## src/design/morseTrainer_defs.svh

```systemverilog
// -------------------------------------------------
// the Morse table in letterGenerator is fixed at five 2-bit symbols,
// so CODE_BITS stays 10 unless the table is rewritten
// -------------------------------------------------
`ifndef MORSE_TRAINER_DEFS_SVH
`define MORSE_TRAINER_DEFS_SVH

// characters drawn per round
`define NUM_LETTERS 5

// five symbols of 2 bits, first symbol in the top bits
`define CODE_BITS 10

// letter index and LFSR share this width
`define LETTER_BITS 6

`define DASH_TICKS 10 // hold cycles at which a press becomes a dash
`define TIMER_BITS 8

`endif

```

## src/design/morsePkg.sv

```systemverilog
// -------------------------------------------------
// shared types for the trainer, widths come from morseTrainer_defs.svh
// -------------------------------------------------
`include "morseTrainer_defs.svh"

package morsePkg;

	typedef logic [`CODE_BITS-1:0] morseCode_t; // 10 dot, 11 dash, 00 empty
	typedef logic [`LETTER_BITS-1:0] letterIdx_t; // 1..10 digits, 11..36 A..Z
	typedef logic [2:0] count_t;

	typedef enum logic [3:0] {
		IDLE,
		START_WAIT,
		GENERATE,
		CLEAR_ENTRY,
		ENTRY,
		VERIFY_WAIT,
		VERIFY,
		FINISH,
		FINISH_WAIT
	} phase_t;

	typedef struct packed {
		logic genEn;
		logic clearEntry;
		logic keyEnable;
		logic verify;
	} ctrl_t;

	typedef struct packed {
		logic genDone;
		logic correct;
		logic lastLetter;
		logic finished;
	} status_t;

endpackage

```

## src/design/pressTimer.sv

```systemverilog
// -------------------------------------------------
// saturates at all ones, so very long holds still read as a dash
// -------------------------------------------------
`timescale 1ns/1ps
`include "morseTrainer_defs.svh"

module pressTimer (
	input logic clk,
	input logic reset,
	input logic clear,
	input logic run,
	output logic isDash
);

	localparam logic [`TIMER_BITS-1:0] DASH_LEVEL = `DASH_TICKS;

	logic [`TIMER_BITS-1:0] count;

	always_ff @(posedge clk or negedge reset) begin
		if (!reset) begin
			count <= '0;
		end else if (clear) begin
			count <= '0;
		end else if (run && count != '1) begin
			count <= count + 1'b1;
		end
	end

	assign isDash = count >= DASH_LEVEL;

	// between clears the count only grows
	assert property (@(posedge clk) disable iff (!reset)
		!clear |=> count >= $past(count));

endmodule

```

## src/design/morseKeyer.sv

```systemverilog
// -------------------------------------------------
// keyIn is active low and sampled without a synchronizer
// the code updates 2 cycles after the release edge
// -------------------------------------------------
`timescale 1ns/1ps
`include "morseTrainer_defs.svh"

module morseKeyer
	import morsePkg::*;
(
	input logic clk,
	input logic reset,
	input logic keyIn,
	input ctrl_t ctrl,
	output morseCode_t enteredCode
);

	localparam int SLOTS = `CODE_BITS / 2;

	typedef enum logic [1:0] {KEY_WAIT, KEY_DOWN, KEY_RELEASE, KEY_APPEND} keyState_t;

	keyState_t state;
	keyState_t nextState;
	logic [2:0] slotsUsed;
	logic isDash;
	logic timerClear;
	logic timerRun;
	logic [1:0] symbol;

	pressTimer i_pressTimer (
		.clk,
		.reset,
		.clear(timerClear),
		.run(timerRun),
		.isDash
	);

	always_comb begin
		nextState = state;
		case (state)
			KEY_WAIT: if (!keyIn) nextState = KEY_DOWN;
			KEY_DOWN: if (keyIn) nextState = KEY_RELEASE;
			KEY_RELEASE: nextState = KEY_APPEND;
			default: nextState = KEY_WAIT;
		endcase
		if (!ctrl.keyEnable) nextState = KEY_WAIT; // presses outside ENTRY are dropped
	end

	always_ff @(posedge clk or negedge reset) begin
		if (!reset) begin
			state <= KEY_WAIT;
		end else begin
			state <= nextState;
		end
	end

	// first low sample already counts as one cycle of hold
	assign timerRun = ctrl.keyEnable && !keyIn && (state == KEY_WAIT || state == KEY_DOWN);
	assign timerClear = !ctrl.keyEnable || state == KEY_APPEND;
	assign symbol = isDash ? 2'b11 : 2'b10;

	always_ff @(posedge clk or negedge reset) begin
		if (!reset) begin
			enteredCode <= '0;
			slotsUsed <= '0;
		end else if (ctrl.clearEntry) begin
			enteredCode <= '0;
			slotsUsed <= '0;
		end else if (state == KEY_APPEND) begin
			if (slotsUsed < SLOTS) begin
				enteredCode[`CODE_BITS - 2 - 2 * slotsUsed +: 2] <= symbol;
				slotsUsed <= slotsUsed + 1'b1;
			end else begin
				enteredCode <= {enteredCode[`CODE_BITS-3:0], symbol}; // oldest symbol drops out
			end
		end
	end

endmodule

```

## config.mk

```make
export PLATFORM = sky130hd
export DESIGN_NAME = morseKeyer
export DESIGN_NICKNAME = d
export VERILOG_FILES = /design/src/design/morsePkg.sv /design/src/design/pressTimer.sv /design/src/design/morseKeyer.sv
export VERILOG_INCLUDE_DIRS = /design/src /design/src/design
export SDC_FILE = /design/constraint.sdc
export NUM_CORES = 1
export LEC_CHECK = 0
export BUFFER_PORTS_ARGS = -buffer_cell sky130_fd_sc_hd__buf_2
export CORE_MARGIN = 5
export CORE_UTILIZATION = 50
export DETAILED_ROUTE_END_ITERATION = 8
export PLACE_DENSITY_LB_ADDON = 0.2
export SLEW_MARGIN = 10
export SYNTH_ARGS = -nofsm -noshare
export SYNTH_HDL_FRONTEND = slang
export SYNTH_HIERARCHICAL = 1
export SYNTH_SLANG_ARGS = --single-unit
```

## constraint.sdc

```tcl
create_clock -name clk -period 5 [get_ports clk]
set_input_delay 0 -clock clk [delete_from_list [all_inputs] [get_ports clk]]
set_output_delay 0 -clock clk [all_outputs]
set_load 0.01 [all_outputs]
```

======== Yosys cells after proc, flatten, opt, wreduce, memory -nomap -nowiden ========
Index checks and enable logic that the tools add are counted.
operators by class
  eq/ne operators ......................... 6
  shift-type cells ........................ 2
  reductions and logical operators ........ 13
  $add $sub $neg .......................... 4
  $lt $le $gt $ge ......................... 2
  mux-type cells .......................... 14
operators with widths
  operator                                                                 number
  32-bit negator with 34-bit output                                        1
  2-bit by 34-bit variable shift with 10-bit output, first input constant  1
  2-bit by 34-bit indexed part select with 10-bit output                   1
  10-bit two-way mux                                                       3
  8-bit two-way mux                                                        2
  10-bit bitwise mux                                                       1
  3-bit two-way mux                                                        3
  8-bit by 1-bit adder with 8-bit output, second input constant            1
  8-bit by 4-bit >= comparator with 1-bit output, second input constant    1
  8-bit != test, second input constant                                     1
  2-bit two-way mux                                                        3
  3-bit != test, second input constant                                     2
  2-bit one-hot mux with 3 select lines                                    1
  2-bit nonzero test                                                       3
  4-bit by 4-bit subtractor with 5-bit output, first input constant        1
  2-bit equality test, second input constant                               2
  2-bit AND reduction                                                      2
  3-bit by 1-bit adder with 3-bit output, second input constant            1
  1-bit logical AND                                                        3
  3-bit less-than comparator, second input constant                        1
  2-bit by 1-bit equality test with 1-bit output, second input constant    1
  1-bit logical NOT                                                        2
  2-bit logical NOT                                                        1
  1-bit logical OR                                                         2
  1-bit two-way mux                                                        1
storage, ports and cells
  word-level logic and storage cells ...... 45
  output and inout bits ................... 10
  input bits .............................. 7
  register bits after elaboration ......... 23

======== Depth between registers and ports, before layout ========
Gate-level depths: netlist of the first run.
  word-level depth ........................ 7
  depth in mapped cells ................... 11
  gate-level depth less buffers ........... 10

======== Hierarchy ========
Netlist of the first run, hierarchy kept.
modules (own cells, without submodules)
  module      instances  seq. area each (um2)  area an instance (um2)  cells each
  morseKeyer  1          375.4                 1224.9                  138
  pressTimer  1          200.2                 509.2                   46

======== Least setup slack after synthesis of the first run ========
OpenSTA, ideal clock, no wires.
  path kind ............................... register -> register
  start point ............................. register slotsUsed[0]
  end point ............................... register enteredCode[3]
  arrival ................................. 2.886 ns
  buffers on the path ..................... 2
  path slack .............................. 2.002 ns
  stages on the path, launching flop included .. 10
  period minus slack after synthesis ...... 2.998 ns
  library setup time ...................... 0.111 ns
  data required time ...................... 4.889 ns
  path through ............................ dfrtp_1 buf_6 o21ai_2 clkinv_1 buf_6 ha_1 or4b_4 nor4_4 o2111ai_2 a2111oi_2
on the way
  word-level cells in the longest chain between the ends .. 7
  elaborated cells between the ends (all ways) .. 9
  classes of those cells .................. 2 x add/sub; 1 x order compare; 2 x shift; 4 x mux
RTL lines
  element                                                                                                                             line              RTL
  start: declaration                                                                                                                  morseKeyer.sv:24  logic [2:0] slotsUsed;
  start signal: assignment                                                                                                            morseKeyer.sv:72  slotsUsed <= slotsUsed + 1'b1;
  4-bit by 4-bit subtractor with 5-bit output (no line)                                                                               --
  32-bit negator with 34-bit output                                                                                                   morseKeyer.sv:71  enteredCode[`CODE_BITS - 2 - 2 * slotsUsed +: 2] <= symbol;
  2-bit by 34-bit indexed part select with 10-bit output / 2-bit by 34-bit variable shift with 10-bit output (equally long branches)  morseKeyer.sv:71
  10-bit bitwise mux                                                                                                                  morseKeyer.sv:71
  10-bit two-way mux (*)                                                                                                              morseKeyer.sv:70  if (slotsUsed < SLOTS) begin
  10-bit two-way mux (*)                                                                                                              morseKeyer.sv:69  end else if (state == KEY_APPEND) begin
  10-bit two-way mux (*)                                                                                                              morseKeyer.sv:66  end else if (ctrl.clearEntry) begin
  end signal: indexed assignment                                                                                                      morseKeyer.sv:71
  end signal: assignment                                                                                                              morseKeyer.sv:74  enteredCode <= {enteredCode[`CODE_BITS-3:0], symbol};
  end: declaration                                                                                                                    morseKeyer.sv:15  output morseCode_t enteredCode
Mark *: on every way between the ends. The rest lies on a longest branch, timed or not. The select of a mux whose other input is x is not followed.
A chain may end at the register's enable or synchronous reset.

======== Worst setup path after layout of the first run ========
  start point ............................. register slotsUsed[0]
  end point ............................... register enteredCode[4]
The elaborated chain is that of the path after synthesis.

==> metrics.md, run 1 <==
| Metric | Value |
|---|---|
| Outcome | `finished clean` |
| Netlist area before placement | `approximately 1700 um^2` |
| GRT Max-Usage Layer | `met2` |
| GR Layer Usage met1 | `23.7%` |
| Clock Skew | `between 0.003 and 0.004 ns` |
| Share of flip-flops with an asynchronous set or reset | `100%` |
| Drt pass-1 iters | `4` |
| Pwr Total | `slightly above 500 uW` |
| Sw Share | `roughly two fifths` |
| Clock Sink Count | `23` |
| Switching component of the power | `between 150 and 200 uW` |
| Shortest period the worst path allows | `around 3.7 ns` |
| Largest stage delay on the critical path | `0.75 ns` |
| Clock tree from TritonCTS | `built` |
| Final number of max-transition violations | `0` |
| Wire length of the first global-routing pass | `6.32 mm` |
| Buffering stage count on the worst path with inverters included | `1` |
| Number of global-route vias before repair | `1390` |
| Clock buffers created by TritonCTS | `3` |
| Vias per Instance | `a little under 6` |
| Die Span Y | `68.9 um` |
| Highest clock frequency the design can meet | `between 200 and 300 MHz` |
| Maximum vdd ir drop | `between 0.1 and 0.15 mV` |
| Post-Syn Instances | `~180` |
| Antenna violations before repair | `0` |
| Global routing usage on met3 | `slightly below 2%` |
| Count of nets after finishing | `about 220` |
| Clock-pin slew on the worst setup and hold paths | `roughly 0.14 ns` |
| Flip-flop and latch count after synthesis | `23` |
| Synthesized area divided by synthesized cell count | `around 9.4 um^2` |
| Buffer type at the clock tree root | `sky130_fd_sc_hd__clkbuf_4` |
| Top delay family on crit path | `simple AND/OR/NAND/NOR gates` |
| Portion of the clock cycle consumed by the worst path in the final layout | `about three quarters` |
| Routed len/inst | `~15 um` |
| Grt met2 use | `28.5%` |
| Cells along the critical path | `o21ai_2 -> clkinv_1 -> ha_1 -> nand4bb_1 -> nor4_2 -> o2111ai_1 -> mux2_2` |
| Slew margin rel. | `a little under a third` |
| Fraction of power consumed by sequential logic | `a little over two fifths` |
| Internal power of the cells | `~310 uW` |
| Routability-driven placement congestion ratio | `slightly below 0.9` |
| DR DRC count | `0` |
| Worst-margin pin slew | `around 1.0 ns` |
| Post-CTS Hold Buffers | `2` |
| Sequential element share of the synthesized area | `33.2%` |
| Layout area overhead | `6.06%` |
| Die span in x | `just under 70 um` |
| Total power divided by cell area | `278 nW/um^2` |
| Number of cells after detailed placement | `about 240` |
| Combinational Power Share | `about two fifths` |
| Number of buffers added on ports | `14` |
| Number of synthesized flops with an enable pin | `0` |
| Endpoint arrival time on the critical path | `between 3 and 4 ns` |
| Routed wire length | `3.61 mm` |
| P_leak | `0.766 nW` |
| Setup WS post-layout | `between 1 and 1.5 ns` |
| Iteration-0 DRC count of the detailed router | `66` |
| Final core occ | `between 50 and 60%` |
| Type of the setup path with the least slack | `flip-flop to flip-flop` |
| Non-filler cells in the finished layout | `about 240` |
| DIE AREA | `between 4000 and 5000 um^2` |
| Number of instances resized during post-cts repair | `0` |
| Clk pwr share | `18.2%` |
| Count of endpoints failing setup in the final report | `0` |
| Deepest clock path buffer count | `2` |
| Starting density of the core | `between 50% and 60%` |
| Fraction of layout cells with a size suffix above 1 | `19.0%` |
| Largest net degree at the start of global routing | `26` |
| Main synth FF type | `sky130_fd_sc_hd__dfrtp_1` |
| Num rows | `21` |
| Pre-CTS WS | `1.39 ns` |
| Unrepaired setup endpoints after global routing | `no` |
| Placed wire-length estimate | `roughly 2.6 mm` |
| Cell with the largest stage delay on the worst path | `sky130_fd_sc_hd__nor4_2` |
| Final total negative setup slack | `0 ns` |
| Placeable core area | `around 3300 um^2` |
| Antenna fix cells | `0` |
| Skew-Pair Late Insertion Delay | `~0.32 ns` |
| Hold violation total from the final report | `0` |
| Count of different cell masters after synthesis | `55` |
| Critical Path End Type | `flip-flop` |
| Critical path startpoint category | `flip-flop` |
| Final antenna-violating net count | `0` |
| H-tree Lvls | `1` |
| Class of the tightest hold or removal check | `primary input to flip-flop` |
| Io pins | `17` |
| Ys Warns | `6` |
| WP data required | `roughly 5.2 ns` |
| Remaining global-route overflow | `0` |
| Crit-path max FO | `17` |
| Max-capacitance violation count | `0` |
| Number of buffers inserted to repair setup after CTS | `0` |
| Total GRT Usage | `approximately 18%` |
| Via Count | `around 1400` |
| Net count after synthesis | `204` |
==> power groups by stage <==
stage | logic (mW) | registers (mW) | clock network (mW)
2_1_floorplan | 0.159 | 0.222 | 0
3_3_place_gp | 0.185 | 0.225 | 0
3_5_place_dp | 0.193 | 0.228 | 0
4_1_cts | 0.196 | 0.224 | 0.0963
5_1_grt | 0.221 | 0.227 | 0.105
6_report | 0.195 | 0.224 | 0.0933
==> layout by cell type (no fill, tap or decap), drive strengths merged, types with 5 or more instances in the layout <==
cell,Yosys,layout
dfrtp,23,23
nor2,18,18
a21oi,14,14
buf,6,14
nand2,13,13
ha,13,13
inv,9,9
nand3,7,7
nor3,6,6
o2111ai,6,6
a211oi,5,5
nand4,5,5
a311oi,5,5
mux2,5,5
==> path summary, 6_finish.rpt <==
kind | end | from | depth (start not counted) | slack [ns]
setup / recovery | enteredCode[4] | slotsUsed[0] | 7 | 1.32
hold / removal | enteredCode[1] | ctrl[2] | 2 | 0.02
setup reg to reg | enteredCode[4] | slotsUsed[0] | 7 | 1.32
hold reg to reg | i_pressTimer/count[2] | i_pressTimer/count[2] | 1 | 0.58
max in group asynchronous | i_pressTimer/count[5] | reset | 2 | 4.49
min in group asynchronous | enteredCode[2] | reset | 2 | 0.16
==> registers in the layout (all words and copies together) (netlist names) <==
| name | count |
|---|---|
| slotsUsed | 3 |
| enteredCode | 10 |
| state | 2 |
| i_pressTimer/count | 8 |
==> cells by family after synthesis <==
kind of cell               count (synthesis)  synth area share (%)
adders and majority gates                 13                  9.38
and+or+nand+nor                           74                  24.5
buffers and inverters                     19                  6.35
AOI/OAI and AO/OA                         47                  21.4
muxes                                      6                  4.26
xor gates and xnor gates                   2                  1.01
DFF                                       23                  33.2
==> synthesized netlist by cell type, types with 4 or more instances <==
cell type                    n  area share, %
sky130_fd_sc_hd__nor2b_1     4            1.4
sky130_fd_sc_hd__a21oi_1    14            4.0
sky130_fd_sc_hd__a311oi_1    4            2.0
sky130_fd_sc_hd__ha_1       13            9.4
sky130_fd_sc_hd__nor2_1     18            3.9
sky130_fd_sc_hd__a211oi_1    5            2.2
sky130_fd_sc_hd__nor3_1      6            1.7
sky130_fd_sc_hd__dfrtp_1    23             33
sky130_fd_sc_hd__buf_6       4            2.6
sky130_fd_sc_hd__o2111ai_1   5            2.5
sky130_fd_sc_hd__inv_1       9            1.9
sky130_fd_sc_hd__nand2_1    13            2.8
sky130_fd_sc_hd__nand3_1     7            2.0
sky130_fd_sc_hd__nand4_1     5            1.8
==> stage by stage <==
step	hold WS, ns	area, um^2
global route	0.0264	1840
global placement	0.00186	1790
finish	0.0237	1840
CTS	0.0174	1840
floorplan	-0.296	1730
detailed placement	0.00636	1790
==> routing by layer <==
metal / vias up / part of all wire (%)
met5: - / 0
li1: 717 / -
met3: 9 / 3.0
met4: 0 / 2.4
met2: 27 / 45
met1: 677 / 50
==> area by class of cell <==
class	instances	area [um^2]
inverters	10	37.5
clock inverters	1	7.51
well taps	46	57.6
repair buffers	16	90.1
flip-flops and latches	23	576
clock buffers	3	22.5
multi-input cells	142	1050
fillers	325	1500
(Power assumes the default switching activity.)
==> inputs of run 2 (changes only) <==
Clock period 5 ns to 3.55 ns, I/O delays scaled along.
==> metrics.md, run 2 (same netlist as run 1, synthesis figures left out) <==
| Metric | Value |
|---|---|
| Outcome | `finished clean` |
| Grt met2 use | `32.3% (+3.8 points)` |
| Portion of the clock cycle consumed by the worst path in the final layout | `91.9% (+18 points)` |
| Max reg flops | `10 (unchanged)` |
| Top register by number of flip-flops | `enteredCode` |
| GRT Max-Usage Layer | `met2` |
| DR DRC count | `0 (unchanged)` |
| Routed wire length | `3.89 mm (+7.8%)` |
| Max-capacitance violation count | `0 (unchanged)` |
| Fraction of layout cells with a size suffix above 1 | `20.1% (+1.1 points)` |
| Placeable core area | `3340 um^2 (unchanged)` |
| Antenna violations before repair | `0 (unchanged)` |
| Count of endpoints failing setup in the final report | `0 (unchanged)` |
| Dpl cell area | `1820 um^2 (+1.7%)` |
| Final antenna-violating net count | `0 (unchanged)` |
| DIE AREA | `4750 um^2 (unchanged)` |
| Skew-Pair Late Insertion Delay | `0.32 ns (about the same)` |
| Pwr Total | `731 uW (+43%)` |
| Routed len/inst | `15.9 um (+6.0%)` |
| Via Count | `1479 (+3.4%)` |
| Worst-margin pin slew | `0.843 ns (-0.178 ns)` |
| Type of the setup path with the least slack | `flip-flop to flip-flop` |
| Die Span Y | `68.9 um (unchanged)` |
| Clock Skew | `0.0109 ns (+0.00708 ns)` |
| Number of global-route vias before repair | `1470 (+5.8%)` |
| WP data required | `3.78 ns (-1.45 ns)` |
| Class of the tightest hold or removal check | `primary input to flip-flop` |
| Pre-CTS WS | `0.315 ns (-1.07 ns)` |
| Critical path startpoint category | `flip-flop` |
| GR Layer Usage met1 | `25.2% (+1.5 points)` |
| Total GRT Usage | `19.1% (+1.5 points)` |
| Most frequent standard cell in the layout excluding fill and tap cells | `sky130_fd_sc_hd__dfrtp_1` |
| Total power divided by cell area | `392 nW/um^2 (+41%)` |
| Routability-driven placement congestion ratio | `0.898 (+0.29%)` |
| Post-route standard cell area excluding fillers | `1870 um^2 (+1.4%)` |
| Clock-pin slew on the worst setup and hold paths | `0.14 ns (about the same)` |
| H-tree Lvls | `1 (unchanged)` |
| Buffer type at the clock tree root | `sky130_fd_sc_hd__clkbuf_4` |
| Remaining global-route overflow | `0 (unchanged)` |
| Io pins | `17 (unchanged)` |
| Largest net degree at the start of global routing | `26 (unchanged)` |
| Unrepaired setup endpoints after global routing | `no` |
| Antenna fix cells | `0 (unchanged)` |
| Shortest period the worst path allows | `3.26 ns (-0.415 ns)` |
| Maximum vdd ir drop | `0.151 mV (+30%)` |
| Number of instances resized during post-cts repair | `0 (unchanged)` |
| Vias per Instance | `6.04 (+1.7%)` |
| Final number of max-transition violations | `0 (unchanged)` |
| Die span in x | `68.9 um (unchanged)` |
| Leading registers by flop count | `enteredCode: 10 flops, i_pressTimer/count: 8 flops, slotsUsed: 3 flops` |
| Clock buffers created by TritonCTS | `3 (unchanged)` |
| Crit-path max FO | `11 (-6)` |
| Deepest clock path buffer count | `2 (unchanged)` |
| Most used cells in the layout excluding fill and tap cells | `23 x sky130_fd_sc_hd__dfrtp_1, 18 x sky130_fd_sc_hd__nor2_1, 14 x sky130_fd_sc_hd__a21oi_1, 14 x sky130_fd_sc_hd__buf_2` |
| Layout area overhead | `7.58%` |
| Critical Path End Type | `flip-flop` |
| Clock Sink Count | `23 (unchanged)` |
| Global routing usage on met3 | `2.27% (+0.32 points)` |
| Highest clock frequency the design can meet | `307 MHz (+13%)` |
| Final total negative setup slack | `0 ns (unchanged)` |
| Setup WS post-layout | `0.289 ns (-1.04 ns)` |
| Starting density of the core | `52.0% (unchanged)` |
| Clock tree from TritonCTS | `built` |
| Fin Hold WS | `0.0399 ns (+0.0161 ns)` |
| Num rows | `21 (unchanged)` |
| P_leak | `0.787 nW (+2.8%)` |
| Wire length of the first global-routing pass | `6.82 mm (+7.9%)` |
| Number of buffers added on ports | `14 (unchanged)` |
| Slew margin rel. | `43.8% (+12 points)` |
| Endpoint arrival time on the critical path | `3.49 ns (-0.41 ns)` |
| Hold violation total from the final report | `0 (unchanged)` |
| Placed wire-length estimate | `2.80 mm (+7.5%)` |
| Count of nets after finishing | `220 (+1.9%)` |
| Drt pass-1 iters | `4 (unchanged)` |
| Iteration-0 DRC count of the detailed router | `72 (+9.1%)` |
==> run 2: final cells by class <==
cell class / count / area (um^2)
fillers: 330 / 1470
multi-input cells: 142 / 1050
flip-flops and latches: 23 / 576
repair buffers: 20 / 120
well taps: 46 / 57.6
inverters: 10 / 37.5
clock buffers: 4 / 26.3
==> run 2: worst max-delay path: stages, from the launching register on <==
cell	delay (ns)
sky130_fd_sc_hd__dfrtp_1	0.61
sky130_fd_sc_hd__inv_1	0.16
sky130_fd_sc_hd__ha_1	0.42
sky130_fd_sc_hd__nor3_1	0.35
sky130_fd_sc_hd__nand2_1	0.12
sky130_fd_sc_hd__ha_1	0.37
sky130_fd_sc_hd__nor4_4	0.57
sky130_fd_sc_hd__o2111ai_1	0.24
sky130_fd_sc_hd__mux2_2	0.32
==> run 2: where the power goes <==
part	total [mW]	leakage [nW]	internal, mW	switching (mW)
Combinational	0.289	0.454	0.121	0.168
Sequential	0.315	0.318	0.285	0.0300
Clock	0.128	0.0150	0.0440	0.0839
Total	0.731	0.787	0.450	0.282
==> run 2: through the flow <==
stage                     instances  utilization (%)
final                           245             55.9
after global routing            245             55.9
after CTS                       245             55.9
after detailed placement        239             54.5
after global placement          239             54.5
after floorplan                 184                -
==> run 2: path summary, 6_finish.rpt <==
path	slack, ns	start	to	cells after the start
max in group asynchronous	3.01	reset	enteredCode[9]	2
hold reg to reg	0.60	i_pressTimer/count[2]	i_pressTimer/count[2]	1
setup reg to reg	0.29	slotsUsed[0]	enteredCode[4]	8
min in group asynchronous	0.18	reset	enteredCode[5]	2
hold / removal	0.04	ctrl[2]	enteredCode[1]	2
setup / recovery	0.29	slotsUsed[0]	enteredCode[4]	8
==> run 2: per-layer routing <==
layer,up-vias,share of wire (%)
met5,-,0
met4,0,1.4
met3,4,2.9
met2,29,48
met1,727,48
li1,719,-
==> run 2: timing repair <==
item / CTS / global route
setup buffers: 0 / 0
hold buffers: 2 / 0
hold endpoints to repair: 25 / 0
==> inputs of run 3 (changes only) <==
Settings changed: HOLD_SLACK_MARGIN set to 0.05.
==> metrics.md, run 3 (same netlist as run 1, synthesis figures left out) <==
| Metric | Value |
|---|---|
| Outcome | `finished clean` |
| Critical path startpoint category | `flip-flop` |
| Starting density of the core | `52.0% (unchanged)` |
| Die Span Y | `68.9 um (unchanged)` |
| Type of the setup path with the least slack | `flip-flop to flip-flop` |
| CP Capture Point | `enteredCode[4]` |
| Terminus of the critical flop-to-flop path | `enteredCode[4]` |
| Final total negative setup slack | `0 ns (unchanged)` |
| Clock Sink Count | `23 (unchanged)` |
| Shortest period the worst path allows | `3.27 ns (+0.00773 ns)` |
| Count of nets after finishing | `221 (+0.45%)` |
| Hold path cells | `4 (+2)` |
| Clock Skew | `0.0126 ns (+0.00170 ns)` |
| Worst R2R Setup Slack | `0.28 ns (about the same)` |
| Maximum vdd ir drop | `0.151 mV (about the same)` |
| Number of global-route vias before repair | `1464 (-0.41%)` |
| Max reg flops | `10 (unchanged)` |
| Number of buffers inserted to repair setup after CTS | `0 (unchanged)` |
| Number of instances resized during post-cts repair | `0 (unchanged)` |
| Final number of max-transition violations | `0 (unchanged)` |
| Wire length of the first global-routing pass | `6.80 mm (-0.21%)` |
| Wire length on met3 | `173 um (+52%)` |
| Count of endpoints failing setup in the final report | `0 (unchanged)` |
| WP data required | `3.78 ns (about the same)` |
| Endpoint arrival time on the critical path | `3.50 ns (about the same)` |
| Highest clock frequency the design can meet | `306 MHz (-0.24%)` |
| Hold violation total from the final report | `0 (unchanged)` |
| Max-capacitance violation count | `0 (unchanged)` |
| Number of fill cells in the layout | `329 (-0.30%)` |
| Skew-Pair Late Insertion Delay | `0.33 ns (about the same)` |
| Top register by number of flip-flops | `enteredCode` |
| Uppermost signal routing layer after detailed routing | `met4` |
| Fraction of layout cells with a size suffix above 1 | `20.0% (-0.10 points)` |
| Die span in x | `68.9 um (unchanged)` |
| Cell seen most often among critical-path stages | `sky130_fd_sc_hd__ha_1` |
| Layout area overhead | `8.15%` |
| Deepest clock path buffer count | `2 (unchanged)` |
| Routed wire length | `3.91 mm (+0.67%)` |
| Routed len/inst | `15.9 um (+0.26%)` |
| Remaining global-route overflow | `0 (unchanged)` |
| Class of the tightest hold or removal check | `primary input to flip-flop` |
| Pwr Total | `733 uW (+0.25%)` |
| Cells along the critical path | `inv_1 -> ha_1 -> nor3_1 -> nand2_1 -> ha_1 -> nor4_4 -> o2111ai_1 -> mux2_2` |
| DR DRC count | `0 (unchanged)` |
| Cell with the largest stage delay on the worst path | `sky130_fd_sc_hd__dfrtp_1` |
| Leading registers by flop count | `enteredCode: 10 flops, i_pressTimer/count: 8 flops, slotsUsed: 3 flops` |
| Buffer type at the clock tree root | `sky130_fd_sc_hd__clkbuf_4` |
| Largest stage delay on the critical path | `0.61 ns (about the same)` |
| Slew margin rel. | `43.9% (+0.14 points)` |
| Clock buffers created by TritonCTS | `3 (unchanged)` |
| Most frequent standard cell in the layout excluding fill and tap cells | `sky130_fd_sc_hd__dfrtp_1` |
| Vias per Instance | `6.07 (+0.47%)` |
| Via Count | `1492 (+0.88%)` |
| Antenna violations before repair | `0 (unchanged)` |
| Multi-input gate area | `1050 um^2 (unchanged)` |
| Placeable core area | `3340 um^2 (unchanged)` |
| Clock tree from TritonCTS | `built` |
| Fin Hold WS | `0.0620 ns (+0.0222 ns)` |
| Total routed wire length on the met1 layer | `1.78 mm (-4.0%)` |
| Buffering stage count on the worst path with inverters included | `1 (unchanged)` |
| Clock-pin slew on the worst setup and hold paths | `0.14 ns (about the same)` |
| Largest net degree at the start of global routing | `26 (unchanged)` |
| Placed wire-length estimate | `2.80 mm (unchanged)` |
| Total GRT Usage | `19.1% (-0.034 points)` |
| Routability-driven placement congestion ratio | `0.898 (unchanged)` |
| Number of gates on the worst path with buffers counted | `8 (unchanged)` |
| Worst setup path start | `slotsUsed[0]` |
| Area taken by flip-flops and latches | `576 um^2 (unchanged)` |
| Antenna fix cells | `0 (unchanged)` |
| Unrepaired setup endpoints after global routing | `no` |
| Final antenna-violating net count | `0 (unchanged)` |
| Portion of the clock cycle consumed by the worst path in the final layout | `92.1% (+0.22 points)` |
| Drt pass-1 iters | `4 (unchanged)` |
| Top delay family on crit path | `simple AND/OR/NAND/NOR gates` |
| Met2 wire length | `1.91 mm (+2.3%)` |
| Worst-margin pin slew | `0.841 ns (-0.00206 ns)` |
| Number of buffers added on ports | `14 (unchanged)` |
| Io pins | `17 (unchanged)` |
| Worst R2R Start | `slotsUsed[0]` |
| Critical Path End Type | `flip-flop` |
| Iteration-0 DRC count of the detailed router | `74 (+2.8%)` |
| Worst-case reg-to-reg path depth | `8 (unchanged)` |
| H-tree Lvls | `1 (unchanged)` |
| P_leak | `0.791 nW (+0.53%)` |
| Crit-path max FO | `11 (unchanged)` |
| DIE AREA | `4750 um^2 (unchanged)` |
| Num rows | `21 (unchanged)` |
| Total power divided by cell area | `391 nW/um^2 (-0.29%)` |
| Most used cells in the layout excluding fill and tap cells | `23 x sky130_fd_sc_hd__dfrtp_1, 18 x sky130_fd_sc_hd__nor2_1, 14 x sky130_fd_sc_hd__a21oi_1, 14 x sky130_fd_sc_hd__buf_2` |
run 3: cell type report:
cell class | count | area share [%]
Multi-Input combinational cell | 142 | 55.9
Sequential cell | 23 | 30.7
Timing Repair Buffer | 21 | 6.94
Tap cell | 46 | 3.07
Inverter | 10 | 2.00
Clock buffer | 4 | 1.40
run 3: how the worst min path moves through the flow:
stage           from                     to  slack, ns
4_1_cts        keyIn               state[0]       0.06
3_5_place_dp   reset  i_pressTimer/count[0]      0.009
5_1_grt        keyIn               state[0]        0.1
2_1_floorplan  reset         enteredCode[0]      -0.30
3_3_place_gp   reset  i_pressTimer/count[0]      0.006
6_report       keyIn               state[0]       0.06
run 3: layer usage:
metal  global-route usage [%]  vias up
met4                     6.81        0
met2                     32.3       38
met5                        0        -
li1                         -      722
met1                     25.1      728
met3                     2.27        4
run 3: tightest hold or removal path: stages:
cell and delay (ns):
sky130_fd_sc_hd__buf_2 0.11, sky130_fd_sc_hd__a21oi_1 0.10, sky130_fd_sc_hd__nor2_1 0.10, sky130_fd_sc_hd__nor2_1 0.06
run 3: what timing repair did:
action	4_1_cts	5_1_grt
setup endpoints to repair	0	0
hold endpoints to repair	30	0
hold buffers	3	0
run 3: through the flow:
step,area (um^2),setup slack [ns],utilization [%],instances
2_1_floorplan,1730,0.552,-,184
3_3_place_gp,1820,0.417,54.5,239
3_5_place_dp,1820,0.315,54.5,239
4_1_cts,1880,0.285,56.2,246
5_1_grt,1880,0.0738,56.2,246
6_report,1880,0.281,56.2,246
run 3: power breakdown:
group          leakage, nW  internal [mW]  switching (mW)  total (mW)
combinational        0.459          0.122           0.168       0.290
clock               0.0150         0.0441          0.0846       0.129
sequential           0.318          0.285          0.0299       0.315
